## src/mips_pkg.sv

```systemverilog
// ==============================
// Shared sizes, encodings and bus types for the MIPS subset core
// Memory is word addressed, so byte address bits [1:0] are dropped
// ==============================
package mips_pkg;

  localparam int          mem_words = 1024;
  localparam int          addr_w    = 10;
  localparam logic [31:0] reset_pc  = 32'h0000_0000;

  // Primary opcodes
  localparam logic [5:0] op_rtype = 6'h00;
  localparam logic [5:0] op_j     = 6'h02;
  localparam logic [5:0] op_jal   = 6'h03;
  localparam logic [5:0] op_beq   = 6'h04;
  localparam logic [5:0] op_bne   = 6'h05;
  localparam logic [5:0] op_addiu = 6'h09;
  localparam logic [5:0] op_slti  = 6'h0a;
  localparam logic [5:0] op_andi  = 6'h0c;
  localparam logic [5:0] op_ori   = 6'h0d;
  localparam logic [5:0] op_lui   = 6'h0f;
  localparam logic [5:0] op_lw    = 6'h23;
  localparam logic [5:0] op_sw    = 6'h2b;

  // Function codes under op_rtype
  localparam logic [5:0] fn_sll  = 6'h00;
  localparam logic [5:0] fn_srl  = 6'h02;
  localparam logic [5:0] fn_jr   = 6'h08;
  localparam logic [5:0] fn_addu = 6'h21;
  localparam logic [5:0] fn_subu = 6'h23;
  localparam logic [5:0] fn_and  = 6'h24;
  localparam logic [5:0] fn_or   = 6'h25;
  localparam logic [5:0] fn_xor  = 6'h26;
  localparam logic [5:0] fn_nor  = 6'h27;
  localparam logic [5:0] fn_slt  = 6'h2a;

  typedef struct packed {
    logic [5:0] opcode;
    logic [4:0] rs;
    logic [4:0] rt;
    logic [4:0] rd;
    logic [4:0] shamt;
    logic [5:0] funct;
  } r_view_t;

  typedef struct packed {
    logic [5:0]  opcode;
    logic [4:0]  rs;
    logic [4:0]  rt;
    logic [15:0] imm;
  } i_view_t;

  typedef struct packed {
    logic [5:0]  opcode;
    logic [25:0] target;
  } j_view_t;

  // One instruction word, three field layouts
  typedef union packed {
    r_view_t r;
    i_view_t i;
    j_view_t j;
  } instr_u;

  typedef enum logic [3:0] {
    alu_add, alu_sub, alu_and, alu_or, alu_xor,
    alu_nor, alu_slt, alu_sll, alu_srl, alu_lui
  } alu_op_e;

  typedef struct packed {
    logic              en;     // Held until gnt
    logic              we;
    logic [addr_w-1:0] addr;   // Word address
    logic [31:0]       wdata;
  } mem_req_t;

  typedef struct packed {
    logic        valid;
    logic [31:0] pc;
    logic        we;
    logic [4:0]  rd;
    logic [31:0] data;
  } retire_t;

endpackage

```

## src/mem_arbiter.sv

```systemverilog
// ==============================
// Fixed priority host > data > fetch, one grant per cycle
// Grant is combinational, rvalid follows a read grant by one cycle
// ==============================
`timescale 1ns/1ps

module mem_arbiter (
  input  logic               clk,
  input  logic               rst,
  input  mips_pkg::mem_req_t host_req,
  input  mips_pkg::mem_req_t data_req,
  input  mips_pkg::mem_req_t fetch_req,
  output logic               host_gnt,
  output logic               data_gnt,
  output logic               fetch_gnt,
  output logic               host_rvalid,
  output logic               data_rvalid,
  output logic               fetch_rvalid,
  output mips_pkg::mem_req_t mem_req
);

  logic [2:0] rd_owner;  // {host, data, fetch} read granted last cycle

  always_comb begin
    host_gnt  = host_req.en;
    data_gnt  = data_req.en && !host_req.en;
    fetch_gnt = fetch_req.en && !host_req.en && !data_req.en;

    if (host_gnt) begin
      mem_req = host_req;
    end else if (data_gnt) begin
      mem_req = data_req;
    end else if (fetch_gnt) begin
      mem_req = fetch_req;
    end else begin
      mem_req = '0;  // Idle memory
    end
  end

  always_ff @(posedge clk) begin
    if (rst) begin
      rd_owner <= '0;
    end else begin
      rd_owner <= {host_gnt, data_gnt, fetch_gnt} & {3{!mem_req.we}};
    end
  end

  assign host_rvalid  = rd_owner[2];
  assign data_rvalid  = rd_owner[1];
  assign fetch_rvalid = rd_owner[0];

  // A requester left waiting keeps the same request
  a_data_hold: assert property (
    @(posedge clk) disable iff (rst)
      (data_req.en && !data_gnt) |=> (data_req.en && $stable(data_req))
  );

  a_fetch_hold: assert property (
    @(posedge clk) disable iff (rst)
      (fetch_req.en && !fetch_gnt) |=> (fetch_req.en && $stable(fetch_req))
  );

endmodule

```

## config.mk

```make
export PLATFORM = sky130hd
export DESIGN_NAME = mem_arbiter
export DESIGN_NICKNAME = d
export VERILOG_FILES = /design/src/mips_pkg.sv /design/src/mem_arbiter.sv
export SDC_FILE = /design/constraint.sdc
export NUM_CORES = 1
export LEC_CHECK = 0
export BUFFER_PORTS_ARGS = -buffer_cell sky130_fd_sc_hd__buf_2
export CELL_PAD_IN_SITES_DETAIL_PLACEMENT = 1
export CELL_PAD_IN_SITES_GLOBAL_PLACEMENT = 2
export CORE_ASPECT_RATIO = 1.75
export CORE_MARGIN = 3
export CORE_UTILIZATION = 13
export CTS_CLUSTER_SIZE = 30
export DETAILED_ROUTE_END_ITERATION = 8
export GPL_ROUTABILITY_DRIVEN = 0
export PLACE_DENSITY = 0.95
export SKIP_CTS_REPAIR_TIMING = 1
export SKIP_LAST_GASP = 1
export SYNTH_ARGS = -nofsm -noshare
export SYNTH_HDL_FRONTEND = slang
export SYNTH_SLANG_ARGS = --single-unit
```

## constraint.sdc

```tcl
create_clock -name clk -period 0.9 [get_ports clk]
set_input_delay 0.045 -clock clk [delete_from_list [all_inputs] [get_ports clk]]
set_output_delay 0.045 -clock clk [all_outputs]
set_load 0.01 [all_outputs]
```

==> results.sh <==
export IMPL_status="finished, violations left"
export IMPL_violations="negative setup slack"
export IMPL_worst_slew_pin_slew_ps=214
export IMPL_crit_top_cell="buf_12"
export IMPL_min_period_ps=909
export IMPL_layout_setup_ws_ps=-8.78
export IMPL_cts_max_level=1
export IMPL_total_power_mw=2.12
export IMPL_multi_input_area_um2=1090
export IMPL_grt_overflow_total=0
export IMPL_synth_warning_count=0
export IMPL_seqCellArea_um2=60.1
export IMPL_clock_path_buffers=2
export IMPL_fin_cells=512
export IMPL_min_path_cells=2
export IMPL_n_antenna_cell=0
export IMPL_nets=525
export IMPL_first_pass_iters=4
export IMPL_grt_pass1_wl_um=10400
export IMPL_critPathKind="input port to primary output"
export IMPL_die_w_um=81.9
export IMPL_synth_enable_flop_cells=0
export IMPL_wirelength_um=8650
export IMPL_ioPinCount=184
export IMPL_synthesis_area_um2=1310
export IMPL_grt_setup_unrepaired="yes"
export IMPL_synth_most_common_cell="a21oi_1"
export IMPL_clk_pin_slew_worst_paths_ps=30
export IMPL_initial_core_util_pct=13.6
export IMPL_setup_viol=1
export IMPL_final_area_um2=2720
export IMPL_combPwrFrac_pct=60.4
export IMPL_synth_top_cell_area_share_pct=32.9
export IMPL_cts_tree="built"
export IMPL_postSynthCellCount=207
export IMPL_cp_arrival_ps=860
export IMPL_cp_slowest_cell="clkbuf_16"
export IMPL_cp_max_fo=8
export IMPL_hpwl_um=5970
export IMPL_grt_pass1_vias=2301
export IMPL_avgSynthCellArea_um2=6.33
export IMPL_placed_cells=497
export IMPL_fin_crit_sh_pct=101
export IMPL_vdd_drop_max_v=0.000508
export IMPL_ys_ff_latch=3
export IMPL_ys_seq_area_share_pct=4.58
export IMPL_ys_flop_type="dfxtp_1"
export IMPL_area_growth_synth_to_final_pct=107
export IMPL_hp_class="input port to flip-flop"
export IMPL_reg_largest_list="rd_owner (3)"
export IMPL_regMostFlops="rd_owner"
export IMPL_synth_cell_type_count=13
export IMPL_die_h_um=139
export IMPL_grt_max_degree=51
export IMPL_hold_viol=0
export IMPL_start_kind="input port"
export IMPL_maxCapViolations=0
export IMPL_root_buffer="clkbuf_16"
export IMPL_drive_gt1_share_pct=54.9
export IMPL_synth_common_cells="a21oi_1, nor2b_1, nand3b_1"
export IMPL_io_buffers=183
export IMPL_worstPathRequired_ps=850
export IMPL_synth_area_leader_cell="a21oi_1"
export IMPL_p_sw_mw=0.714
export IMPL_cts_num_sinks=3
export IMPL_powerDensity_nw_per_um2=781
export IMPL_hold_ws_ps=4.40
export IMPL_end_kind="primary output"
export IMPL_slew_headroom_pct=85.8
export IMPL_synth_area_leaders="a21oi_1, nand3b_1, nor2b_1, buf_6, dfxtp_1"
export IMPL_fillers=1278
export IMPL_p_leak_nw=1.30
export IMPL_row_count=47
export IMPL_drt_iter0_drc=57
export IMPL_routedWlPerCell_um=16.9
export IMPL_routed_via_density=4.45
export IMPL_largest_reg_flops=3
export IMPL_p_int_mw=1.41
export IMPL_grt_util_all_layers_pct=11.4
export IMPL_num_vias=2280
export IMPL_clock_fmax_ghz=1.10
export IMPL_dieArea_um2=11400
export IMPL_cts_made_buffers=3
export IMPL_slowest_delay_ps=150
export IMPL_seqPwrFrac_pct=6.5
export IMPL_pwr_share_clk_pct=33.0
export IMPL_syn_nets=341
export IMPL_postRouteAntennaNets=0
export IMPL_slew_viol_final=0
export IMPL_core_um2=9640
export IMPL_antenna_found_initial=0
export IMPL_worstPathCellList="buf_12, clkbuf_16, buf_12, nor2b_1, a21oi_1, buf_2"
export IMPL_switching_share_pct=33.6
export IMPL_placed_cell_area_um2=2370
export IMPL_utilization_pct=28.2
export IMPL_async_reset_ff_share_pct=0
export IMPL_drcViolationCount=0
stage by stage:
stage	setup WS, ps	TNS [ps]
CTS	-55.3	-78.7
finish	-8.78	-8.78
detailed placement	-50.3	-87.4
floorplan	167	0
global placement	-20.4	-34.7
global route	-35.6	-63.0
cells by family after synthesis:
| group | count (synthesis) | synth area share [%] |
|---|---|---|
| flip-flops | 3 | 4.58 |
| AND/OR/NAND/NOR | 92 | 49.6 |
| AO/OA/AOI/OAI | 86 | 32.9 |
| buffers and inverters | 26 | 13.0 |
power groups by stage:
stage | Combinational, mW | Sequential (mW) | Clock (mW)
4_1_cts | 1.13 | 0.139 | 0.709
5_1_grt | 1.40 | 0.139 | 0.726
6_report | 1.28 | 0.139 | 0.702
3_3_place_gp | 1.09 | 0.140 | 0
3_5_place_dp | 1.12 | 0.141 | 0
2_1_floorplan | 0.545 | 0.142 | 0
layer usage:
layer  GRT usage, %  part of all wire (%)
met5              0                     0
met2           24.3                    59
met1           10.2                    33
met3           1.63                   6.7
met4           3.06                   1.5
layout make-up:
cell class              count  share of cell area, %
clock buffers               4                   2.90
well taps                 122                   5.62
multi-input cells         178                   40.3
repair buffers            205                   49.0
flip-flops and latches      3                   2.21
layout by cell type, fill, tap and decap left out, types with 2 or more instances in the layout:
master / synthesis / layout
buf_2: 8 / 180
a21oi_1: 86 / 82
nor2b_1: 45 / 45
nand3b_1: 43 / 43
clkbuf_16: 0 / 10
buf_12: 0 / 9
buf_4: 4 / 7
a21oi_2: 0 / 4
dfxtp_1: 3 / 3
buf_6: 6 / 2
path summary, 6_finish.rpt:
path	from	slack, ps	endpoint
max	host_req[43]	-9	mem_req[38]
min	data_req[42]	4	rd_owner[1]
critical path, delay by kind of cell:
| kind | cells | cell delay, ps |
|---|---|---|
| AOI/OAI and AO/OA | 1 | 130 |
| buffers and inverters | 4 | 550 |
| and+or+nand+nor | 1 | 130 |
Power figures use the tool's default switching activity.
