$ cat config.mk
export PLATFORM = sky130hd
export DESIGN_NAME = exec_unit
export DESIGN_NICKNAME = d
export VERILOG_FILES = /design/src/mips_pkg.sv /design/src/reg_file.sv /design/src/alu.sv /design/src/exec_unit.sv
export SDC_FILE = /design/constraint.sdc
export NUM_CORES = 2
export LEC_CHECK = 0
export BUFFER_PORTS_ARGS = -buffer_cell sky130_fd_sc_hd__buf_2
export CORE_ASPECT_RATIO = 1.1
export CORE_MARGIN = 2
export CORE_UTILIZATION = 50
export CTS_CLUSTER_SIZE = 24
export DETAILED_ROUTE_END_ITERATION = 16
export PLACE_DENSITY = 0.72
export REMOVE_ABC_BUFFERS = 1
export SYNTH_ARGS = -nofsm -noshare
export SYNTH_HDL_FRONTEND = slang
export SYNTH_SLANG_ARGS = --single-unit
export TNS_END_PERCENT = 10
$ cat constraint.sdc
create_clock -name clk -period 12.09 [get_ports clk]
set_input_delay 2.418 -clock clk [delete_from_list [all_inputs] [get_ports clk]]
set_output_delay 2.418 -clock clk [all_outputs]
set_load 0.05 [all_outputs]
$ cat src/mips_pkg.sv
// ==============================
// Shared sizes, encodings and bus types for the MIPS subset core
// Memory is word addressed, so byte address bits [1:0] are dropped
// ==============================
package mips_pkg;

  localparam int          mem_words = 1024;
  localparam int          addr_w    = 10;
  localparam logic [31:0] reset_pc  = 32'h0000_0000;

  // Primary opcodes
  localparam logic [5:0] op_rtype = 6'h00;
  localparam logic [5:0] op_j     = 6'h02;
  localparam logic [5:0] op_jal   = 6'h03;
  localparam logic [5:0] op_beq   = 6'h04;
  localparam logic [5:0] op_bne   = 6'h05;
  localparam logic [5:0] op_addiu = 6'h09;
  localparam logic [5:0] op_slti  = 6'h0a;
  localparam logic [5:0] op_andi  = 6'h0c;
  localparam logic [5:0] op_ori   = 6'h0d;
  localparam logic [5:0] op_lui   = 6'h0f;
  localparam logic [5:0] op_lw    = 6'h23;
  localparam logic [5:0] op_sw    = 6'h2b;

  // Function codes under op_rtype
  localparam logic [5:0] fn_sll  = 6'h00;
  localparam logic [5:0] fn_srl  = 6'h02;
  localparam logic [5:0] fn_jr   = 6'h08;
  localparam logic [5:0] fn_addu = 6'h21;
  localparam logic [5:0] fn_subu = 6'h23;
  localparam logic [5:0] fn_and  = 6'h24;
  localparam logic [5:0] fn_or   = 6'h25;
  localparam logic [5:0] fn_xor  = 6'h26;
  localparam logic [5:0] fn_nor  = 6'h27;
  localparam logic [5:0] fn_slt  = 6'h2a;

  typedef struct packed {
    logic [5:0] opcode;
    logic [4:0] rs;
    logic [4:0] rt;
    logic [4:0] rd;
    logic [4:0] shamt;
    logic [5:0] funct;
  } r_view_t;

  typedef struct packed {
    logic [5:0]  opcode;
    logic [4:0]  rs;
    logic [4:0]  rt;
    logic [15:0] imm;
  } i_view_t;

  typedef struct packed {
    logic [5:0]  opcode;
    logic [25:0] target;
  } j_view_t;

  // One instruction word, three field layouts
  typedef union packed {
    r_view_t r;
    i_view_t i;
    j_view_t j;
  } instr_u;

  typedef enum logic [3:0] {
    alu_add, alu_sub, alu_and, alu_or, alu_xor,
    alu_nor, alu_slt, alu_sll, alu_srl, alu_lui
  } alu_op_e;

  typedef struct packed {
    logic              en;     // Held until gnt
    logic              we;
    logic [addr_w-1:0] addr;   // Word address
    logic [31:0]       wdata;
  } mem_req_t;

  typedef struct packed {
    logic        valid;
    logic [31:0] pc;
    logic        we;
    logic [4:0]  rd;
    logic [31:0] data;
  } retire_t;

endpackage

$ cat src/reg_file.sv
// ==============================
// 32 x 32 registers, async read, write at the clock edge
// Register 0 reads zero and ignores writes
// ==============================
`timescale 1ns/1ps

module reg_file (
  input  logic        clk,
  input  logic [4:0]  ra1,
  input  logic [4:0]  ra2,
  output logic [31:0] rd1,
  output logic [31:0] rd2,
  input  logic        we,
  input  logic [4:0]  wa,
  input  logic [31:0] wd
);

  logic [31:0] regs [32];

  assign rd1 = (ra1 == 5'd0) ? 32'd0 : regs[ra1];
  assign rd2 = (ra2 == 5'd0) ? 32'd0 : regs[ra2];

  always_ff @(posedge clk) begin
    if (we && wa != 5'd0) begin
      regs[wa] <= wd;
    end
  end

endmodule

$ cat src/alu.sv
// ==============================
// Combinational ALU, shifts act on b by shamt
// slt compares signed, lui places b[15:0] in the upper half
// ==============================
`timescale 1ns/1ps

module alu (
  input  mips_pkg::alu_op_e op,
  input  logic [31:0]       a,
  input  logic [31:0]       b,
  input  logic [4:0]        shamt,
  output logic [31:0]       result,
  output logic              zero
);

  always_comb begin
    case (op)
      mips_pkg::alu_add: result = a + b;
      mips_pkg::alu_sub: result = a - b;
      mips_pkg::alu_and: result = a & b;
      mips_pkg::alu_or:  result = a | b;
      mips_pkg::alu_xor: result = a ^ b;
      mips_pkg::alu_nor: result = ~(a | b);
      mips_pkg::alu_slt: result = {31'd0, $signed(a) < $signed(b)};
      mips_pkg::alu_sll: result = b << shamt;
      mips_pkg::alu_srl: result = b >> shamt;  // Logical
      mips_pkg::alu_lui: result = {b[15:0], 16'h0000};
      default:           result = 32'd0;
    endcase
  end

  assign zero = (result == 32'd0);  // Branch compare

endmodule

$ cat src/exec_unit.sv
// ==============================
// Decode, execute and write back, one instruction at a time
// Loads and stores wait on the data port; no delay slots
// ==============================
`timescale 1ns/1ps

module exec_unit (
  input  logic               clk,
  input  logic               rst,
  input  logic               run,
  input  logic               ifetch_valid,
  input  mips_pkg::instr_u   ifetch_instr,
  input  logic [31:0]        ifetch_pc,
  output logic               ifetch_take,
  output logic               redirect,
  output logic [31:0]        redirect_pc,
  output mips_pkg::mem_req_t data_req,
  input  logic               data_gnt,
  input  logic               data_rvalid,
  input  logic [31:0]        rdata,
  output mips_pkg::retire_t  retire
);

  typedef enum logic [1:0] {st_idle, st_mem, st_load} state_e;
  typedef enum logic [1:0] {dst_rt, dst_rd, dst_ra} dst_e;
  typedef enum logic [1:0] {wb_alu, wb_mem, wb_link} wb_e;

  typedef struct packed {
    mips_pkg::alu_op_e alu_op;
    logic              imm_src;
    logic              zext;    // andi, ori
    dst_e              dst;
    wb_e               wb;
    logic              reg_we;
    logic              is_sw;
    logic              is_beq;
    logic              is_bne;
    logic              is_j;
    logic              is_jr;
  } ctrl_t;

  state_e           state;
  ctrl_t            ctrl;
  mips_pkg::instr_u ins;
  logic [31:0]      rs_val;
  logic [31:0]      rt_val;
  logic [31:0]      ext_imm;
  logic [31:0]      alu_b;
  logic [31:0]      alu_y;
  logic             alu_zero;
  logic [31:0]      pc4;
  logic [4:0]       dst_reg;
  logic             mem_op;
  logic             rf_we;
  logic [4:0]       rf_wa;
  logic [31:0]      rf_wd;
  logic             retire_fire;
  logic [31:0]      mem_pc;    // Load or store waiting on the port
  logic [4:0]       mem_rd;
  logic             ret_load;  // Current retire is a load

  assign ins = ifetch_instr;

  always_comb begin
    ctrl = '0;
    case (ins.r.opcode)
      mips_pkg::op_rtype: begin
        ctrl.dst    = dst_rd;
        ctrl.reg_we = 1'b1;
        case (ins.r.funct)
          mips_pkg::fn_addu: ctrl.alu_op = mips_pkg::alu_add;
          mips_pkg::fn_subu: ctrl.alu_op = mips_pkg::alu_sub;
          mips_pkg::fn_and:  ctrl.alu_op = mips_pkg::alu_and;
          mips_pkg::fn_or:   ctrl.alu_op = mips_pkg::alu_or;
          mips_pkg::fn_xor:  ctrl.alu_op = mips_pkg::alu_xor;
          mips_pkg::fn_nor:  ctrl.alu_op = mips_pkg::alu_nor;
          mips_pkg::fn_slt:  ctrl.alu_op = mips_pkg::alu_slt;
          mips_pkg::fn_sll:  ctrl.alu_op = mips_pkg::alu_sll;
          mips_pkg::fn_srl:  ctrl.alu_op = mips_pkg::alu_srl;
          mips_pkg::fn_jr: begin
            ctrl.reg_we = 1'b0;
            ctrl.is_jr  = 1'b1;
          end
          default: ctrl.reg_we = 1'b0;  // Unsupported funct acts as nop
        endcase
      end
      mips_pkg::op_addiu,
      mips_pkg::op_slti,
      mips_pkg::op_andi,
      mips_pkg::op_ori,
      mips_pkg::op_lui: begin
        ctrl.imm_src = 1'b1;
        ctrl.reg_we  = 1'b1;
        ctrl.zext    = ins.r.opcode inside {mips_pkg::op_andi, mips_pkg::op_ori};
        case (ins.r.opcode)
          mips_pkg::op_slti: ctrl.alu_op = mips_pkg::alu_slt;
          mips_pkg::op_andi: ctrl.alu_op = mips_pkg::alu_and;
          mips_pkg::op_ori:  ctrl.alu_op = mips_pkg::alu_or;
          mips_pkg::op_lui:  ctrl.alu_op = mips_pkg::alu_lui;
          default:           ctrl.alu_op = mips_pkg::alu_add;
        endcase
      end
      mips_pkg::op_lw: begin
        ctrl.imm_src = 1'b1;
        ctrl.reg_we  = 1'b1;
        ctrl.wb      = wb_mem;
      end
      mips_pkg::op_sw: begin
        ctrl.imm_src = 1'b1;
        ctrl.is_sw   = 1'b1;
      end
      mips_pkg::op_beq: begin
        ctrl.alu_op = mips_pkg::alu_sub;
        ctrl.is_beq = 1'b1;
      end
      mips_pkg::op_bne: begin
        ctrl.alu_op = mips_pkg::alu_sub;
        ctrl.is_bne = 1'b1;
      end
      mips_pkg::op_j: ctrl.is_j = 1'b1;
      mips_pkg::op_jal: begin
        ctrl.is_j   = 1'b1;
        ctrl.reg_we = 1'b1;
        ctrl.dst    = dst_ra;
        ctrl.wb     = wb_link;
      end
      default: ctrl.wb = wb_alu;  // Unknown opcode, no effect
    endcase
  end

  reg_file u_reg_file (
    .clk,
    .ra1 (ins.r.rs),
    .ra2 (ins.r.rt),
    .rd1 (rs_val),
    .rd2 (rt_val),
    .we  (rf_we),
    .wa  (rf_wa),
    .wd  (rf_wd)
  );

  assign ext_imm = ctrl.zext ? {16'h0000, ins.i.imm} : {{16{ins.i.imm[15]}}, ins.i.imm};
  assign alu_b   = ctrl.imm_src ? ext_imm : rt_val;

  alu u_alu (
    .op     (ctrl.alu_op),
    .a      (rs_val),
    .b      (alu_b),
    .shamt  (ins.r.shamt),
    .result (alu_y),
    .zero   (alu_zero)
  );

  always_comb begin
    case (ctrl.dst)
      dst_rt:  dst_reg = ins.i.rt;
      dst_rd:  dst_reg = ins.r.rd;
      default: dst_reg = 5'd31;
    endcase
  end

  assign pc4         = ifetch_pc + 32'd4;
  assign mem_op      = (ctrl.wb == wb_mem) || ctrl.is_sw;
  assign ifetch_take = run && ifetch_valid && (state == st_idle);
  assign redirect    = ifetch_take && (ctrl.is_j || ctrl.is_jr ||
                       (ctrl.is_beq && alu_zero) || (ctrl.is_bne && !alu_zero));

  always_comb begin
    if (ctrl.is_jr) begin
      redirect_pc = rs_val;
    end else if (ctrl.is_j) begin
      redirect_pc = {pc4[31:28], ins.j.target, 2'b00};
    end else begin
      redirect_pc = pc4 + {{14{ins.i.imm[15]}}, ins.i.imm, 2'b00};
    end
  end

  // Single write port shared by take-time results and load returns
  assign rf_we = (ifetch_take && ctrl.reg_we && ctrl.wb != wb_mem) ||
                 (state == st_load && data_rvalid);
  assign rf_wa = (state == st_idle) ? dst_reg : mem_rd;
  assign rf_wd = (state != st_idle) ? rdata : (ctrl.wb == wb_link) ? pc4 : alu_y;

  assign retire_fire = (ifetch_take && !mem_op) ||
                       (state == st_mem && data_gnt && data_req.we) ||
                       (state == st_load && data_rvalid);

  always_ff @(posedge clk) begin
    if (rst) begin
      state        <= st_idle;
      data_req.en  <= 1'b0;
      retire.valid <= 1'b0;
    end else begin
      retire.valid <= retire_fire;
      case (state)
        st_idle: begin
          if (ifetch_take && mem_op) begin
            state       <= st_mem;
            data_req.en <= 1'b1;
          end
        end
        st_mem: begin
          if (data_gnt) begin
            data_req.en <= 1'b0;
            state       <= data_req.we ? st_idle : st_load;  // sw done at grant
          end
        end
        default: begin
          if (data_rvalid) state <= st_idle;
        end
      endcase
    end

    if (ifetch_take && mem_op) begin
      data_req.we    <= ctrl.is_sw;
      data_req.addr  <= alu_y[mips_pkg::addr_w+1:2];
      data_req.wdata <= rt_val;
      mem_pc         <= ifetch_pc;
      mem_rd         <= dst_reg;
    end

    if (retire_fire) begin
      retire.pc   <= (state == st_idle) ? ifetch_pc : mem_pc;
      retire.we   <= rf_we;
      retire.rd   <= rf_we ? rf_wa : 5'd0;
      retire.data <= rf_we ? rf_wd : 32'd0;
      ret_load    <= (state == st_load);
    end
  end

  // A load spends at least a grant and a return on the data port
  a_load_gap: assert property (
    @(posedge clk) disable iff (rst) (retire.valid && ret_load) |-> !$past(retire.valid)
  );

endmodule

==> impl_metrics.yaml <==
synthesis:
  ys_warn_count: 0
  synthCells: 4585
  synth-edff-count: 1174
  yosysSeqAreaShare_pct: 53.5
  yosysUniqueCellTypes: 112
  async_flop_share_pct: 0
  ys_ff_latch: 1178
  syn_area_per_cell_sq_um: 14.4
  synthFlopType: "edfxtp_1"
  netlist_area_sq_um: 66000
routing:
  route.met2.wl_mm: 119
  wl_met1_mm: 92.7
  top_layer: "met5"
  antenna_left: 0
  via_per_inst: 7.29
  dr_wl_met3_mm: 35.2
  drt-initial-drc-count: 8395
  num_vias: 50100
  drt_wl_total_mm: 268
  first_pass_iters: 13
  route.detailed.drc: 0
  wl_per_cell_microns: 39.0
placement:
  postPlaceCellArea_sq_um: 71300
  hpwl_mm: 185
  dp_slack_ns: 0.0924
  io_buffers: 250
  gp_congestion: 1.12
sta:
  fmax_mhz: 84.8
  rsz0062_at_grt: "false"
  fin_ws_ns: 0.302
  holdWs_ns: 0.513
  setup_viol: 0
  fin_crit_ns: 11.79
  finalCritPeriodShare_pct: 97.5
  slew_violations: 1
  worstMarginPinSlew_ns: 1.49
  clock-skew-final_ns: 0.0459
  relSlewSlack_pct: -0.468
  hold_viol: 0
setup_path:
  arrival_ns: 9.37
  cp.required_ns: 9.67
  start_kind: "primary input"
  cp_max_fo: 60
  path_class: "primary input to output port"
  crit_path_start: "ifetch_instr[22]"
  r2r-start: "u_reg_file.regs[23][0]$_DFFE_PP_"
  critPathCaptureType: "output port"
clock_network:
  cts_buffers: 117
  cts_tree: "yes"
  clk_latency_ns: 0.79
  clock_path_buffers: 3
  clockRootBuffer: "clkbuf_16"
  clk_pin_slew_ns: 0.06
  cts_sinks: 1178
  htree_levels: 3
cells_and_area:
  regArea_sq_um: 35300
  multi_input_area_sq_um: 29200
  area_growth_pct: 14.1
  fillers: 10100
  final_nets: 5234
  drive_above_1_share_pct: 29.3
  stdcell_area_sq_um: 75300
floorplanning:
  fp.dieW_microns: 350
  die_h_microns: 385
  coreArea_sq_um: 131000
  die_area_sq_um: 135000
  start_util_pct: 50.5
  io_pins: 251
  rows: 139
global_routing:
  grt_pass1_wl_mm: 370
  grt_pass1_vias: 48100
  grt_max_degree: 86
  antenna_found_initial: 16
  grt.total_usage_pct: 39.5
  grt-ovfl-total: 0
hold_path:
  hp-start: "mem_pc[10]$_DFFE_PP_"
  min_path_type: "flop to flop"
pwr:
  power_uw: 11800
  vdd_drop_max_v: 0.000189
  leakage_uw: 0.0264
  p_per_area_nw_per_um2: 157
outcome:
  violations: "capacitance limit, slew limit"
  outcome: "finished, violations left"
run:
  maxCapViolCount: 1
worst paths after layout:
path         slack (ns)                                 to  depth (start not counted)
min reg2reg        0.51               retire[48]$_DFFE_PP_                          2
min                0.51               retire[48]$_DFFE_PP_                          2
max reg2reg        4.27  u_reg_file.regs[24][24]$_DFFE_PP_                         25
max                0.30                           redirect                         28
layout make-up:
cell class                      count  area share, %
Timing Repair Buffer              597           5.56
Multi-Input combinational cell   2983           38.8
Clock inverter                     76           1.12
Antenna cell                        7         0.0233
Clock buffer                      138           4.02
Sequential cell                  1178           46.9
Inverter                          124          0.620
Tap cell                         1762           2.93
Yosys cell counts (16+ instances only):
cell / count / share of area, %
a211o_1: 56 / 0.74
a211oi_1: 69 / 0.78
a21o_1: 33 / 0.38
a21oi_1: 184 / 1.4
a221oi_1: 17 / 0.23
a22o_1: 70 / 0.93
a22oi_1: 34 / 0.39
a31oi_1: 21 / 0.20
and2_1: 50 / 0.47
and3_1: 44 / 0.42
buf_1: 53 / 0.30
buf_2: 41 / 0.31
buf_6: 18 / 0.31
clkbuf_1: 199 / 1.1
edfxtp_1: 1174 / 53
ha_1: 128 / 2.4
inv_1: 117 / 0.67
mux2_2: 45 / 0.77
mux2i_1: 202 / 3.1
mux4_2: 516 / 18
nand2_1: 320 / 1.8
nand2b_1: 24 / 0.23
nand3_1: 70 / 0.53
nand4_1: 29 / 0.27
nor2_1: 262 / 1.5
nor2b_1: 20 / 0.19
nor3_1: 67 / 0.51
nor4_1: 24 / 0.23
o211ai_1: 38 / 0.43
o21a_1: 21 / 0.24
o21ai_0: 158 / 1.2
o221ai_1: 81 / 1.1
o22ai_1: 20 / 0.19
o31ai_1: 16 / 0.18
or3_1: 19 / 0.18
xnor2_1: 41 / 0.54
xor2_1: 16 / 0.21
metal layers:
metal  vias to the layer above  track usage, %
li1                      19600               -
met2                      4250            59.6
met1                     25200            50.6
met5                         -               0
met3                       980            10.4
met4                        16            25.6
cells in the final DEF, fill, tap and decap left out, types with 26 or more instances in the layout:
master     count
o21ai_2       28
conb_1        32
buf_4        327
and2_1        49
mux2_2        45
a22o_1        70
and3_1        44
xnor2_1       41
inv_1        114
nor2_1       225
o21ai_0      128
o221ai_1      81
nand4_1       29
nand2_1      319
nand3_1       70
buf_2        243
mux2i_1      202
o211ai_1      38
a21o_1        33
a22oi_1       34
mux4_2       516
nor3_1        64
clkinv_1      26
a21oi_1      183
ha_1         127
nor2_4        35
a211o_1       56
edfxtp_1    1174
a211oi_1      67
clkbuf_16    118
registers in the layout, summed over array words and instances, names as in the netlist:
register	count
data_req	44
mem_pc	32
mem_rd	5
retire	71
state	2
u_reg_file.regs	1024
stage by stage:
stage,cells,TNS [ns],utilization (%)
finish,6865,0,57.6
global route,6860,0,57.6
CTS,6857,0,57.5
detailed placement,6643,0,54.5
global placement,6643,-0.00818,54.5
floorplan,4285,-0.165,-
logic make-up (layout without fill, tap and decap cells):
family / Yosys count / count (layout) / share of synthesized area [%]
fa+ha+maj: 131 / 131 / 2.52
mux: 773 / 773 / 21.8
xor+xnor: 57 / 57 / 0.756
other cells: 1 / 39 / 0.00568
compound gates: 992 / 992 / 11.0
buf+inv: 455 / 935 / 3.13
simple gates: 998 / 998 / 7.24
flops: 1178 / 1178 / 53.5
worst max-delay path, cell delays in order:
cell and delay [ns]:
buf_12 0.19, mux4_2 0.42, mux4_2 0.52, mux2_2 0.30, o21ai_0 0.33, inv_1 0.10, ha_1 0.30, fa_1 0.49
a211oi_1 0.35, o21a_1 0.22, o41ai_1 0.10, buf_4 0.16, a22oi_1 0.16, buf_4 0.17, a2111oi_0 0.10, buf_4 0.16
or2_2 0.30, nor2b_1 0.14, o221ai_1 0.21, a211oi_1 0.12, nor3b_1 0.42, nand4_1 0.22, nor4_2 0.26, buf_4 0.16
nand3_1 0.08, nor4b_2 0.26, o21ai_1 0.11, buf_2 0.22
repair_timing:
action,4_1_cts,5_1_grt
resized for setup,0,15
setup buffers,0,0
hold buffers,0,0
endpoints found under the hold margin,0,0
setup endpoints to repair,0,1
power by group:
part           switching (uW)  total, uW  internal, uW
sequential               20.9       5070          5040
clock                    1640       3720          2080
combinational            2130       3060           929
Power figures use the tool's default switching activity.
