===== src/mips_pkg.sv =====
// ==============================
// Shared sizes, encodings and bus types for the MIPS subset core
// Memory is word addressed, so byte address bits [1:0] are dropped
// ==============================
package mips_pkg;

  localparam int          mem_words = 1024;
  localparam int          addr_w    = 10;
  localparam logic [31:0] reset_pc  = 32'h0000_0000;

  // Primary opcodes
  localparam logic [5:0] op_rtype = 6'h00;
  localparam logic [5:0] op_j     = 6'h02;
  localparam logic [5:0] op_jal   = 6'h03;
  localparam logic [5:0] op_beq   = 6'h04;
  localparam logic [5:0] op_bne   = 6'h05;
  localparam logic [5:0] op_addiu = 6'h09;
  localparam logic [5:0] op_slti  = 6'h0a;
  localparam logic [5:0] op_andi  = 6'h0c;
  localparam logic [5:0] op_ori   = 6'h0d;
  localparam logic [5:0] op_lui   = 6'h0f;
  localparam logic [5:0] op_lw    = 6'h23;
  localparam logic [5:0] op_sw    = 6'h2b;

  // Function codes under op_rtype
  localparam logic [5:0] fn_sll  = 6'h00;
  localparam logic [5:0] fn_srl  = 6'h02;
  localparam logic [5:0] fn_jr   = 6'h08;
  localparam logic [5:0] fn_addu = 6'h21;
  localparam logic [5:0] fn_subu = 6'h23;
  localparam logic [5:0] fn_and  = 6'h24;
  localparam logic [5:0] fn_or   = 6'h25;
  localparam logic [5:0] fn_xor  = 6'h26;
  localparam logic [5:0] fn_nor  = 6'h27;
  localparam logic [5:0] fn_slt  = 6'h2a;

  typedef struct packed {
    logic [5:0] opcode;
    logic [4:0] rs;
    logic [4:0] rt;
    logic [4:0] rd;
    logic [4:0] shamt;
    logic [5:0] funct;
  } r_view_t;

  typedef struct packed {
    logic [5:0]  opcode;
    logic [4:0]  rs;
    logic [4:0]  rt;
    logic [15:0] imm;
  } i_view_t;

  typedef struct packed {
    logic [5:0]  opcode;
    logic [25:0] target;
  } j_view_t;

  // One instruction word, three field layouts
  typedef union packed {
    r_view_t r;
    i_view_t i;
    j_view_t j;
  } instr_u;

  typedef enum logic [3:0] {
    alu_add, alu_sub, alu_and, alu_or, alu_xor,
    alu_nor, alu_slt, alu_sll, alu_srl, alu_lui
  } alu_op_e;

  typedef struct packed {
    logic              en;     // Held until gnt
    logic              we;
    logic [addr_w-1:0] addr;   // Word address
    logic [31:0]       wdata;
  } mem_req_t;

  typedef struct packed {
    logic        valid;
    logic [31:0] pc;
    logic        we;
    logic [4:0]  rd;
    logic [31:0] data;
  } retire_t;

endpackage


===== src/fetch_unit.sv =====
// ==============================
// PC, one-entry prefetch buffer, at most one read outstanding
// Redirect flushes the buffer; an older return in flight is dropped
// ==============================
`timescale 1ns/1ps

module fetch_unit (
  input  logic               clk,
  input  logic               rst,
  input  logic               run,
  output mips_pkg::mem_req_t fetch_req,
  input  logic               fetch_gnt,
  input  logic               fetch_rvalid,
  input  logic [31:0]        rdata,
  output logic               ifetch_valid,
  output mips_pkg::instr_u   ifetch_instr,
  output logic [31:0]        ifetch_pc,
  input  logic               ifetch_take,
  input  logic               redirect,
  input  logic [31:0]        redirect_pc
);

  logic [31:0] pc;          // Next fetch address
  logic [31:0] pend_pc;     // Address of the read in flight
  logic [31:0] fetch_addr;
  logic        pending;
  logic        stale;       // Return belongs to a flushed path
  logic        waiting;     // Raised last cycle, no grant yet

  // A redirect fetches its target in the same cycle
  assign fetch_addr = redirect ? redirect_pc : pc;

  always_comb begin
    fetch_req      = '0;
    fetch_req.en   = waiting || (run && !pending && (!ifetch_valid || ifetch_take));
    fetch_req.addr = fetch_addr[mips_pkg::addr_w+1:2];
  end

  always_ff @(posedge clk) begin
    if (rst) begin
      pc           <= mips_pkg::reset_pc;
      pending      <= 1'b0;
      stale        <= 1'b0;
      waiting      <= 1'b0;
      ifetch_valid <= 1'b0;
    end else begin
      waiting <= fetch_req.en && !fetch_gnt;

      if (fetch_gnt) begin
        pc <= fetch_addr + 32'd4;
      end else if (redirect) begin
        pc <= redirect_pc;
      end

      if (fetch_gnt) begin
        pending <= 1'b1;
      end else if (fetch_rvalid) begin
        pending <= 1'b0;
      end

      if (fetch_rvalid) begin
        stale <= 1'b0;
      end else if (redirect && pending) begin
        stale <= 1'b1;
      end

      if (redirect) begin
        ifetch_valid <= 1'b0;
      end else if (fetch_rvalid && !stale) begin
        ifetch_valid <= 1'b1;
      end else if (ifetch_take) begin
        ifetch_valid <= 1'b0;
      end
    end

    if (fetch_gnt) pend_pc <= fetch_addr;
    if (fetch_rvalid) begin
      ifetch_instr <= rdata;
      ifetch_pc    <= pend_pc;
    end
  end

  a_no_overrun: assert property (
    @(posedge clk) disable iff (rst) fetch_rvalid |-> !ifetch_valid
  );

endmodule


===== config.mk =====
export PLATFORM = sky130hd
export DESIGN_NAME = fetch_unit
export DESIGN_NICKNAME = d
export VERILOG_FILES = /design/src/mips_pkg.sv /design/src/fetch_unit.sv
export SDC_FILE = /design/constraint.sdc
export NUM_CORES = 1
export LEC_CHECK = 0
export BUFFER_PORTS_ARGS = -buffer_cell sky130_fd_sc_hd__buf_2
export CORE_ASPECT_RATIO = 1.5
export CORE_UTILIZATION = 54
export CTS_CLUSTER_DIAMETER = 40
export DETAILED_ROUTE_END_ITERATION = 10
export PLACE_DENSITY_LB_ADDON = 0.08
export SLEW_MARGIN = 20
export SYNTH_ARGS = -nofsm -noshare
export SYNTH_HDL_FRONTEND = slang
export SYNTH_SLANG_ARGS = --single-unit

===== constraint.sdc =====
create_clock -name clk -period 5.9 [get_ports clk]
set_input_delay 0.885 -clock clk [delete_from_list [all_inputs] [get_ports clk]]
set_output_delay 0.885 -clock clk [all_outputs]
set_load 0.1 [all_outputs]

==> results of run 1 <==
kinds of logic (layout without fill, tap and decap cells):
| logic type | count (synthesis) | after routing | synth area share |
|---|---|---|---|
| compound gates | 47 | 47 | 0.0590 |
| xor+xnor | 12 | 12 | 0.0195 |
| fa+ha+maj | 1 | 1 | 0.00232 |
| buf+inv | 67 | 191 | 0.0831 |
| flops | 132 | 132 | 0.669 |
| mux | 32 | 32 | 0.0650 |
| other cells | 1 | 33 | 0.000696 |
| simple gates | 89 | 89 | 0.102 |
area by class of cell:
cell class	instances	area, um^2
flip-flops and latches	132	3600
fillers	694	3000
multi-input cells	214	1460
repair buffers	147	741
clock buffers	20	447
clock inverters	12	249
well taps	115	144
inverters	12	45.0
per-layer routing:
metal | up-vias | GRT usage
met4 | 0 | 0.0828
met1 | 1584 | 0.216
li1 | 1618 | -
met5 | - | 0
met2 | 138 | 0.341
met3 | 10 | 0.0583
cell usage after synthesis, drive strengths merged, types with 2 or more instances:
cell type,instances
a32o,2
nor2,15
nand3b,2
buf,52
nor3,7
dfxtp,36
nand4,9
o31ai,4
and3,3
nand3,12
nand4b,3
nor3b,2
edfxtp,96
nand2b,2
or3,6
or4,5
o21a,2
and2,4
mux2,24
a21oi,21
xnor2,9
clkbuf,3
nor2b,3
xor2,3
inv,12
o21ai,9
mux2i,8
nand2,12
power groups by stage:
stage	combinational, mW	sequential [mW]	clock [mW]
floorplan	0.236	1.34	0
global placement	0.531	1.10	0
detailed placement	0.535	1.11	0
CTS	0.535	1.09	1.25
global route	0.551	1.09	1.28
finish	0.534	1.09	1.22
flip-flops by register name, indices dropped and copies added, names as in the netlist:
signal	flops
stale	1
pend_pc	32
ifetch_pc	32
ifetch_instr	32
pending	1
pc	32
waiting	1
ifetch_valid	1
path summary, 6_finish.rpt:
path	end	from	cells past startpoint
setup / recovery	fetch_req[41]	redirect	4
hold / removal	ifetch_pc[0]	pend_pc[0]	0
setup reg to reg	pc[31]	pc[12]	5
hold reg to reg	ifetch_pc[0]	pend_pc[0]	0
worst max-delay path: stages:
cell and delay, ns:
buf_4 0.52, mux2i_1 0.58, inv_1 0.11, buf_2 0.32
==> impl_metrics.py, run 1 <==
metrics = {
    "detailed_routing": {
        "antenna_left": 0,
        "drt-total-wl_mm": 9.78,
        "top_layer": "met4",
        "vias_per_cell": 5.14,
        "wire_per_inst_um": 15.0,
        "vias": 3350,
        "first_iter_violations": 146,
        "wl_met2_mm": 5.23,
        "drc": 0,
        "wl_met3_um": 575,
        "first_pass_iters": 6,
        "wl_met1_mm": 3.85,
    },
    "sta": {
        "fin_setup_tns_ns": 0,
        "skew_ns": 0.00696,
        "hold_violations": 0,
        "drv_slew": 0,
        "max_clock_freq_ghz": 0.301,
        "worst_hold_slack_ns": 0.414,
        "rsz0062_at_grt": "false",
        "tightest_slew_ns": 0.901,
        "finalCriticalPeriod_ns": 3.32,
        "worst_slack_ns": 2.58,
        "fin_crit_sh": 0.563,
        "slew_headroom": 0.399,
        "setup_viol": 0,
    },
    "clock_tree": {
        "cts_resized": 0,
        "clock_latency_ns": 0.41,
        "cts_root_buf": "clkbuf_16",
        "cts_setup_buffers": 0,
        "clkTransAtPathRegs_ns": 0.05,
        "cts_tree": "built",
        "htreeDepth": 4,
        "cts_made_buffers": 17,
        "holdBufCountCts": 0,
        "cts_buffer_depth": 2,
        "clock-sinks": 132,
    },
    "power": {
        "irDropWorstVdd_v": 0.000277,
        "swShare": 0.299,
        "combPwrFrac": 0.188,
        "clkPwrFrac": 0.430,
        "power.leakage_nw": 2.86,
        "intPower_mw": 1.99,
        "totalPowerFinal_mw": 2.84,
        "p_per_area_nw_per_um2": 425,
        "p_seq_frac": 0.382,
        "switchingPower_uw": 849,
    },
    "logic_synthesis": {
        "ys_warn_count": 0,
        "netlist_area_um2": 5390,
        "ys_ff_latch": 132,
        "yosysUniqueCellTypes": 53,
        "netlist.area_leader.share": 0.535,
        "synth_area_per_cell_um2": 14.1,
        "ys_top_cells_by_area": "edfxtp_1 53%, dfxtp_1 13%, buf_4 6.1%, mux2_2 5.0%, a21oi_1 2.0%",
        "synth_cells": 381,
        "ys_seq_area_frac": 0.669,
        "synth_top_flop_cell": "edfxtp_1",
        "async_flop_share": 0,
        "synth_edf_count": 96,
        "synth_top_cell_by_area": "edfxtp_1",
    },
    "outcome": {
        "outcome": "finished clean",
    },
    "layout": {
        "syn_to_final_growth_pct": 24.1,
        "final_area_um2": 6690,
        "layout_commonest_cell": "buf_2",
        "finalNetCount": 596,
        "layout_common_cells": "145 x buf_2, 96 x edfxtp_1, 36 x dfxtp_1",
        "stdcell_count": 652,
        "layout-drive-gt1-share": 0.395,
        "diodes": 0,
        "final_util": 0.690,
    },
    "critical_path": {
        "arrival_ns": 2.44,
        "crit_type": "in2out",
        "r2r_slack_ns": 3.71,
        "end_kind": "primary output",
        "crit_required_ns": 5.02,
        "cp_max_fo": 58,
        "startpoint_type": "input pin",
    },
    "floorplan": {
        "fp.dieH_um": 124,
        "dieArea_um2": 10400,
        "die_w_um": 83.6,
        "initial_core_util": 0.556,
        "rows": 44,
        "core_area_um2": 9690,
        "io_pins": 180,
    },
    "min_path": {
        "hold_path.class": "reg2reg",
    },
    "placement": {
        "dp.cells": 620,
        "port_buffers": 146,
        "pre_cts_ws_ns": 2.21,
        "dpl_cell_area_um2": 5990,
        "finalWeightedCongestion": 0.825,
        "hpwl_mm": 6.59,
    },
    "grt": {
        "grtUsageTotal": 0.194,
        "grt_antenna_before_repair": 0,
        "gr-total-overflow": 0,
        "grt_pass1_vias": 3208,
        "grt_max_degree": 67,
        "grt_pass1_wl_mm": 15.5,
    },
    "job": {
        "cap_violations": 0,
    },
}
(Power assumes the default switching activity.)
==> run 2: changes to the inputs <==
--- a/config.mk
+++ b/config.mk
@@ -7,7 +7,7 @@
 export LEC_CHECK = 0
 export BUFFER_PORTS_ARGS = -buffer_cell sky130_fd_sc_hd__buf_2
 export CORE_ASPECT_RATIO = 1.5
-export CORE_UTILIZATION = 54
+export CORE_UTILIZATION = 50
 export CTS_CLUSTER_DIAMETER = 40
 export DETAILED_ROUTE_END_ITERATION = 10
 export PLACE_DENSITY_LB_ADDON = 0.08
==> constraint.sdc (replaced) <==
create_clock -name clk -period 3.36 [get_ports clk]
set_input_delay 0.504 -clock clk [delete_from_list [all_inputs] [get_ports clk]]
set_output_delay 0.504 -clock clk [all_outputs]
set_load 0.1 [all_outputs]
==> impl_metrics.py, run 2 (synthesis gave the netlist of run 1 again) <==
metrics = {
    "outcome": {
        "outcome": "finished clean",
    },
    "detailed_routing": {
        "wire_per_inst_um": 14.5,
        "antenna_left": 0,
        "wl_met2_mm": 5.17,
        "top_layer": "met4",
        "first_pass_iters": 4,
        "vias": 3357,
        "drt-total-wl_mm": 9.93,
        "wl_met3_um": 556,
        "vias_per_cell": 4.89,
        "first_iter_violations": 130,
        "drc": 0,
        "wl_met1_mm": 3.95,
    },
    "clock_tree": {
        "htreeDepth": 4,
        "cts_root_buf": "clkbuf_16",
        "holdBufCountCts": 0,
        "cts_resized": 0,
        "cts_setup_buffers": 0,
        "clock_latency_ns": 0.41,
        "clkTransAtPathRegs_ns": 0.06,
        "cts_tree": "built",
        "cts_made_buffers": 17,
        "cts_buffer_depth": 2,
        "clock-sinks": 132,
    },
    "placement": {
        "pre_cts_ws_ns": 0.558,
        "finalWeightedCongestion": 0.747,
        "port_buffers": 146,
        "hpwl_mm": 6.91,
        "dpl_cell_area_um2": 6070,
        "dp.cells": 655,
    },
    "power": {
        "power.leakage_nw": 2.86,
        "p_per_area_nw_per_um2": 724,
        "irDropWorstVdd_v": 0.000396,
        "totalPowerFinal_mw": 4.87,
    },
    "job": {
        "cap_violations": 0,
    },
    "floorplan": {
        "fp.dieH_um": 129,
        "core_area_um2": 10500,
        "die_w_um": 86.8,
        "dieArea_um2": 11200,
        "initial_core_util": 0.512,
        "io_pins": 180,
        "rows": 46,
    },
    "critical_path": {
        "r2r_cells": 5,
        "crit_required_ns": 3.69,
        "startpoint_type": "input pin",
        "r2r-start": "pc[13]",
        "end_kind": "flop",
        "cp_max_fo": 30,
        "r2r_slack_ns": 1.23,
        "worstReg2RegEnd": "pc[31]",
        "arrival_ns": 2.74,
        "crit_type": "in2reg",
    },
    "layout": {
        "regArea_um2": 3600,
        "layout_commonest_cell": "buf_2",
        "final_util": 0.639,
        "final.fill_count": 897,
        "layout-drive-gt1-share": 0.403,
        "diodes": 0,
        "final_area_um2": 6730,
        "finalNetCount": 602,
        "multi_input_area_um2": 1460,
        "syn_to_final_growth_pct": 24.8,
        "stdcell_count": 687,
        "layout_common_cells": "146 x buf_2, 96 x edfxtp_1, 36 x dfxtp_1",
    },
    "grt": {
        "grt_antenna_before_repair": 0,
        "grt_max_degree": 35,
        "grt_pass1_wl_mm": 15.3,
        "grt_pass1_vias": 3145,
        "gr-total-overflow": 0,
        "grtUsageTotal": 0.185,
    },
    "sta": {
        "finalCriticalPeriod_ns": 2.41,
        "fin_crit_sh": 0.716,
        "rsz0062_at_grt": "false",
        "slew_headroom": 0.558,
        "worst_hold_slack_ns": 0.270,
        "setup_viol": 0,
        "skew_ns": 0.00527,
        "fin_setup_tns_ns": 0,
        "worst_slack_ns": 0.953,
        "tightest_slew_ns": 0.662,
        "drv_slew": 0,
        "max_clock_freq_ghz": 0.415,
        "hold_violations": 0,
    },
    "min_path": {
        "hold_path_depth": 1,
        "hold_path.class": "in2reg",
        "hold_end": "ifetch_instr[12]",
        "worstHoldStart": "rdata[12]",
    },
}
==> run 2: cell types whose count changed in the layout (fill, tap and decap cells not counted) <==
cell / before / now
clkinv_2: 1 / 2
clkbuf_1: 2 / 1
buf_4: 2 / 7
buf_2: 145 / 146
clkinvlp_4: 1 / 3
clkbuf_8: 1 / 2
clkinv_4: 1 / 0
bufinv_16: 7 / 5
==> run 2: worst max path at each step <==
| stage | from | to | slack, ns | depth (start not counted) |
|---|---|---|---|---|
| final | redirect | pc[31] | 0.95 | 6 |
| after global routing | redirect | pc[31] | 0.73 | 6 |
| after CTS | redirect | pc[31] | 0.98 | 6 |
| after detailed placement | redirect | pc[31] | 0.56 | 6 |
| after global placement | redirect | pc[31] | 0.60 | 6 |
| after floorplan | redirect | pc[28] | 0.63 | 12 |
==> run 2: layer usage <==
layer / vias to the layer above / track usage
li1: 1625 / -
met3: 21 / 0.0484
met5: - / 0
met1: 1595 / 0.206
met4: 0 / 0.105
met2: 116 / 0.319
==> run 2: critical path, stage by stage <==
cell      delay, ns
buf_2          0.45
nand4_1        0.27
a211oi_2       0.41
nand4_2        0.39
or4_1          0.57
a21oi_1        0.13
==> run 2: final cells by class <==
type                       count  share of cell area
inverter                      12             0.00670
tap                          144              0.0268
multi-input combinational    214               0.217
timing repair buffer         153               0.116
sequential                   132               0.536
clock inverter                12              0.0298
clock buffer                  20              0.0679
==> run 2: power breakdown <==
part / switching, mW / total (mW) / leakage [nW] / internal (mW)
logic: 0.806 / 0.942 / 1.30 / 0.136
registers: 0.0312 / 1.91 / 1.25 / 1.88
clock network: 0.663 / 2.02 / 0.313 / 1.36
total: 1.50 / 4.87 / 2.86 / 3.37
==> run 3: changes to the inputs <==
--- a/config.mk
+++ b/config.mk
@@ -5,9 +5,10 @@
 export SDC_FILE = /design/constraint.sdc
 export NUM_CORES = 1
 export LEC_CHECK = 0
+export ABC_AREA = 1
 export BUFFER_PORTS_ARGS = -buffer_cell sky130_fd_sc_hd__buf_2
 export CORE_ASPECT_RATIO = 1.5
-export CORE_UTILIZATION = 50
+export CORE_UTILIZATION = 51
 export CTS_CLUSTER_DIAMETER = 40
 export DETAILED_ROUTE_END_ITERATION = 10
 export PLACE_DENSITY_LB_ADDON = 0.08
==> constraint.sdc (replaced) <==
create_clock -name clk -period 2.3 [get_ports clk]
set_input_delay 0.345 -clock clk [delete_from_list [all_inputs] [get_ports clk]]
set_output_delay 0.345 -clock clk [all_outputs]
set_load 0.1 [all_outputs]
==> impl_metrics.py, run 3 <==
metrics = {
    "outcome": {
        "outcome": "finished clean",
    },
    "floorplan": {
        "rows": 46,
        "dieArea_um2": 11600,
        "io_pins": 180,
        "core_area_um2": 10700,
        "die_w_um": 88.2,
        "initial_core_util": 0.531,
        "fp.dieH_um": 131,
    },
    "placement": {
        "dp.cells": 869,
        "port_buffers": 146,
        "finalWeightedCongestion": 0.877,
        "pre_cts_ws_ns": 0.107,
        "hpwl_mm": 9.32,
    },
    "grt": {
        "grtUsageTotal": 0.225,
        "grt_pass1_wl_mm": 19.7,
        "grt_antenna_before_repair": 0,
        "grt_max_degree": 56,
        "grt_pass1_vias": 4117,
        "gr-total-overflow": 0,
    },
    "sta": {
        "worst_slack_ns": 0.306,
        "drv_slew": 0,
        "fin_crit_sh": 0.867,
        "rsz0062_at_grt": "false",
        "tightest_slew_ns": 0.561,
        "finalCriticalPeriod_ns": 1.99,
        "skew_ns": 0.0110,
        "worst_hold_slack_ns": 0.109,
        "fin_setup_tns_ns": 0,
        "slew_headroom": 0.626,
        "hold_violations": 0,
        "max_clock_freq_ghz": 0.502,
        "setup_viol": 0,
    },
    "min_path": {
        "hold_path_depth": 1,
        "worstHoldStart": "rdata[23]",
        "hold_end": "ifetch_instr[23]",
        "hold_path.class": "in2reg",
    },
    "clock_tree": {
        "cts_resized": 0,
        "holdBufCountCts": 0,
        "clock_latency_ns": 0.41,
        "cts_made_buffers": 17,
        "htreeDepth": 4,
        "cts_buffer_depth": 2,
        "cts_root_buf": "clkbuf_16",
        "clkTransAtPathRegs_ns": 0.07,
        "cts_tree": "built",
        "clock-sinks": 132,
        "cts_setup_buffers": 0,
    },
    "logic_synthesis": {
        "ys_seq_area_frac": 0.634,
        "ys_top_cells_by_area": "edfxtp_1 51%, dfxtp_1 13%, nand2_1 10%, buf_4 6.2%, inv_1 5.2%",
        "synth_edf_count": 96,
        "ys_warn_count": 0,
        "synth_xor_area_frac": 0,
        "synth_top_flop_cell": "edfxtp_1",
        "synth_top_cell_by_area": "edfxtp_1",
        "synth_top_family_by_area": "simple AND/OR/NAND/NOR gates",
        "ys_ff_latch": 132,
        "synth-compound-area-share": 0.0531,
        "synthMuxAreaShare": 0,
        "yosysUniqueCellTypes": 31,
        "synth_cells": 583,
        "async_flop_share": 0,
        "synth_fa_ha_area_frac": 0.00220,
        "synth_simple_gate_area_frac": 0.187,
        "synth_common_cells": "156 x nand2_1, 96 x edfxtp_1, 79 x inv_1, 64 x nor2_1, 47 x buf_4",
        "synth_area_per_cell_um2": 9.74,
        "netlist.area_leader.share": 0.507,
        "netlist_area_um2": 5680,
        "yosys.cell_count.top_type": "nand2_1",
    },
    "layout": {
        "layout-drive-gt1-share": 0.284,
        "finalNetCount": 816,
        "stdcell_count": 901,
        "final.fill_count": 865,
        "final_util": 0.670,
        "layout_commonest_cell": "nand2_1",
        "layout_common_cells": "156 x nand2_1, 142 x buf_2, 96 x edfxtp_1",
        "diodes": 0,
        "syn_to_final_growth_pct": 26.3,
    },
    "critical_path": {
        "r2r-start": "pc[2]",
        "slowest_stage": "nor3_2",
        "r2r_slack_ns": 0.31,
        "cpLargestDelayFamily": "simple AND/OR/NAND/NOR gates",
        "cp_max_fo": 4,
        "crit_type": "reg2reg",
        "arrival_ns": 2.27,
        "crit_top_cell": "nand2_1",
        "crit_buf_inv": 3,
        "crit_required_ns": 2.58,
        "slowest_delay_ns": 0.34,
        "r2r_cells": 12,
        "cp_cell_sequence": "inv_1 > nand2_1 > nand2_1 > inv_1 > ha_1 > nand2_1 > inv_1 > nand2_1 > nor3_2 > nand2_1 > nor3_1 > nor3_1",
        "startpoint_type": "flop",
        "worstReg2RegEnd": "pc[12]",
        "end_kind": "flop",
    },
    "detailed_routing": {
        "drc": 0,
        "vias_per_cell": 4.72,
        "drt-total-wl_mm": 12.5,
        "antenna_left": 0,
        "first_pass_iters": 4,
        "wire_per_inst_um": 13.9,
        "first_iter_violations": 203,
        "vias": 4252,
    },
    "job": {
        "cap_violations": 0,
    },
    "power": {
        "power.leakage_nw": 3.33,
        "p_per_area_nw_per_um2": 986,
        "irDropWorstVdd_v": 0.000549,
    },
}
run 3: cell types whose count changed in the layout (fill, tap and decap cells not counted), sizes merged, moves of 6 or more:
cell,previous run,this run
mux2i,8,0
or3,6,0
o21ai,9,33
nor2,15,72
nand2,12,157
inv,14,89
mux2,24,0
xnor2,9,0
buf,153,165
run 3: per-layer routing:
layer	up-vias	wire, um	GRT usage
li1	2116	-	-
met1	1923	5220	0.272
met2	188	6110	0.376
met3	25	831	0.0490
met4	0	323	0.103
met5	-	0	0
run 3: how the worst max path moves through the flow:
stage / startpoint / depth (start not counted) / slack (ns) / end
final: pc[2] / 12 / 0.31 / pc[12]
after global routing: pc[2] / 13 / 0.16 / pc[22]
after CTS: pc[2] / 11 / 0.35 / pc[20]
after detailed placement: redirect / 12 / 0.11 / pc[20]
after global placement: redirect / 11 / 0.1 / pc[20]
after floorplan: ifetch_valid / 3 / 0.29 / fetch_req[43]
run 3: power breakdown:
| part | leakage (nW) | internal, mW | switching [mW] |
|---|---|---|---|
| sequential | 1.25 | 2.74 | 0.0379 |
| clock | 0.295 | 1.74 | 1.07 |
| combinational | 1.79 | 0.229 | 1.26 |
| total | 3.33 | 4.71 | 2.37 |
run 3: per-stage QoR:
stage	area [um^2]	total power, mW
6_report	7180	7.07
5_1_grt	7180	7.30
4_1_cts	7180	7.13
3_5_place_dp	6560	4.31
3_3_place_gp	6560	4.30
2_1_floorplan	5800	4.06
run 3: kinds of logic after synthesis:
group                      count (synthesis)
adders and majority gates                  1
AOI/OAI and AO/OA                         54
and+or+nand+nor                          259
other                                      1
buffers and inverters                    136
DFF                                      132
run 3: cell type report:
type / count / area [um^2] / share of cell area
Inverter: 81 / 304 / 0.0424
Sequential cell: 132 / 3600 / 0.502
Multi-Input combinational cell: 347 / 1500 / 0.209
Tap cell: 144 / 180 / 0.0251
Timing Repair Buffer: 165 / 971 / 0.135
Clock inverter: 15 / 194 / 0.0270
Clock buffer: 17 / 425 / 0.0593
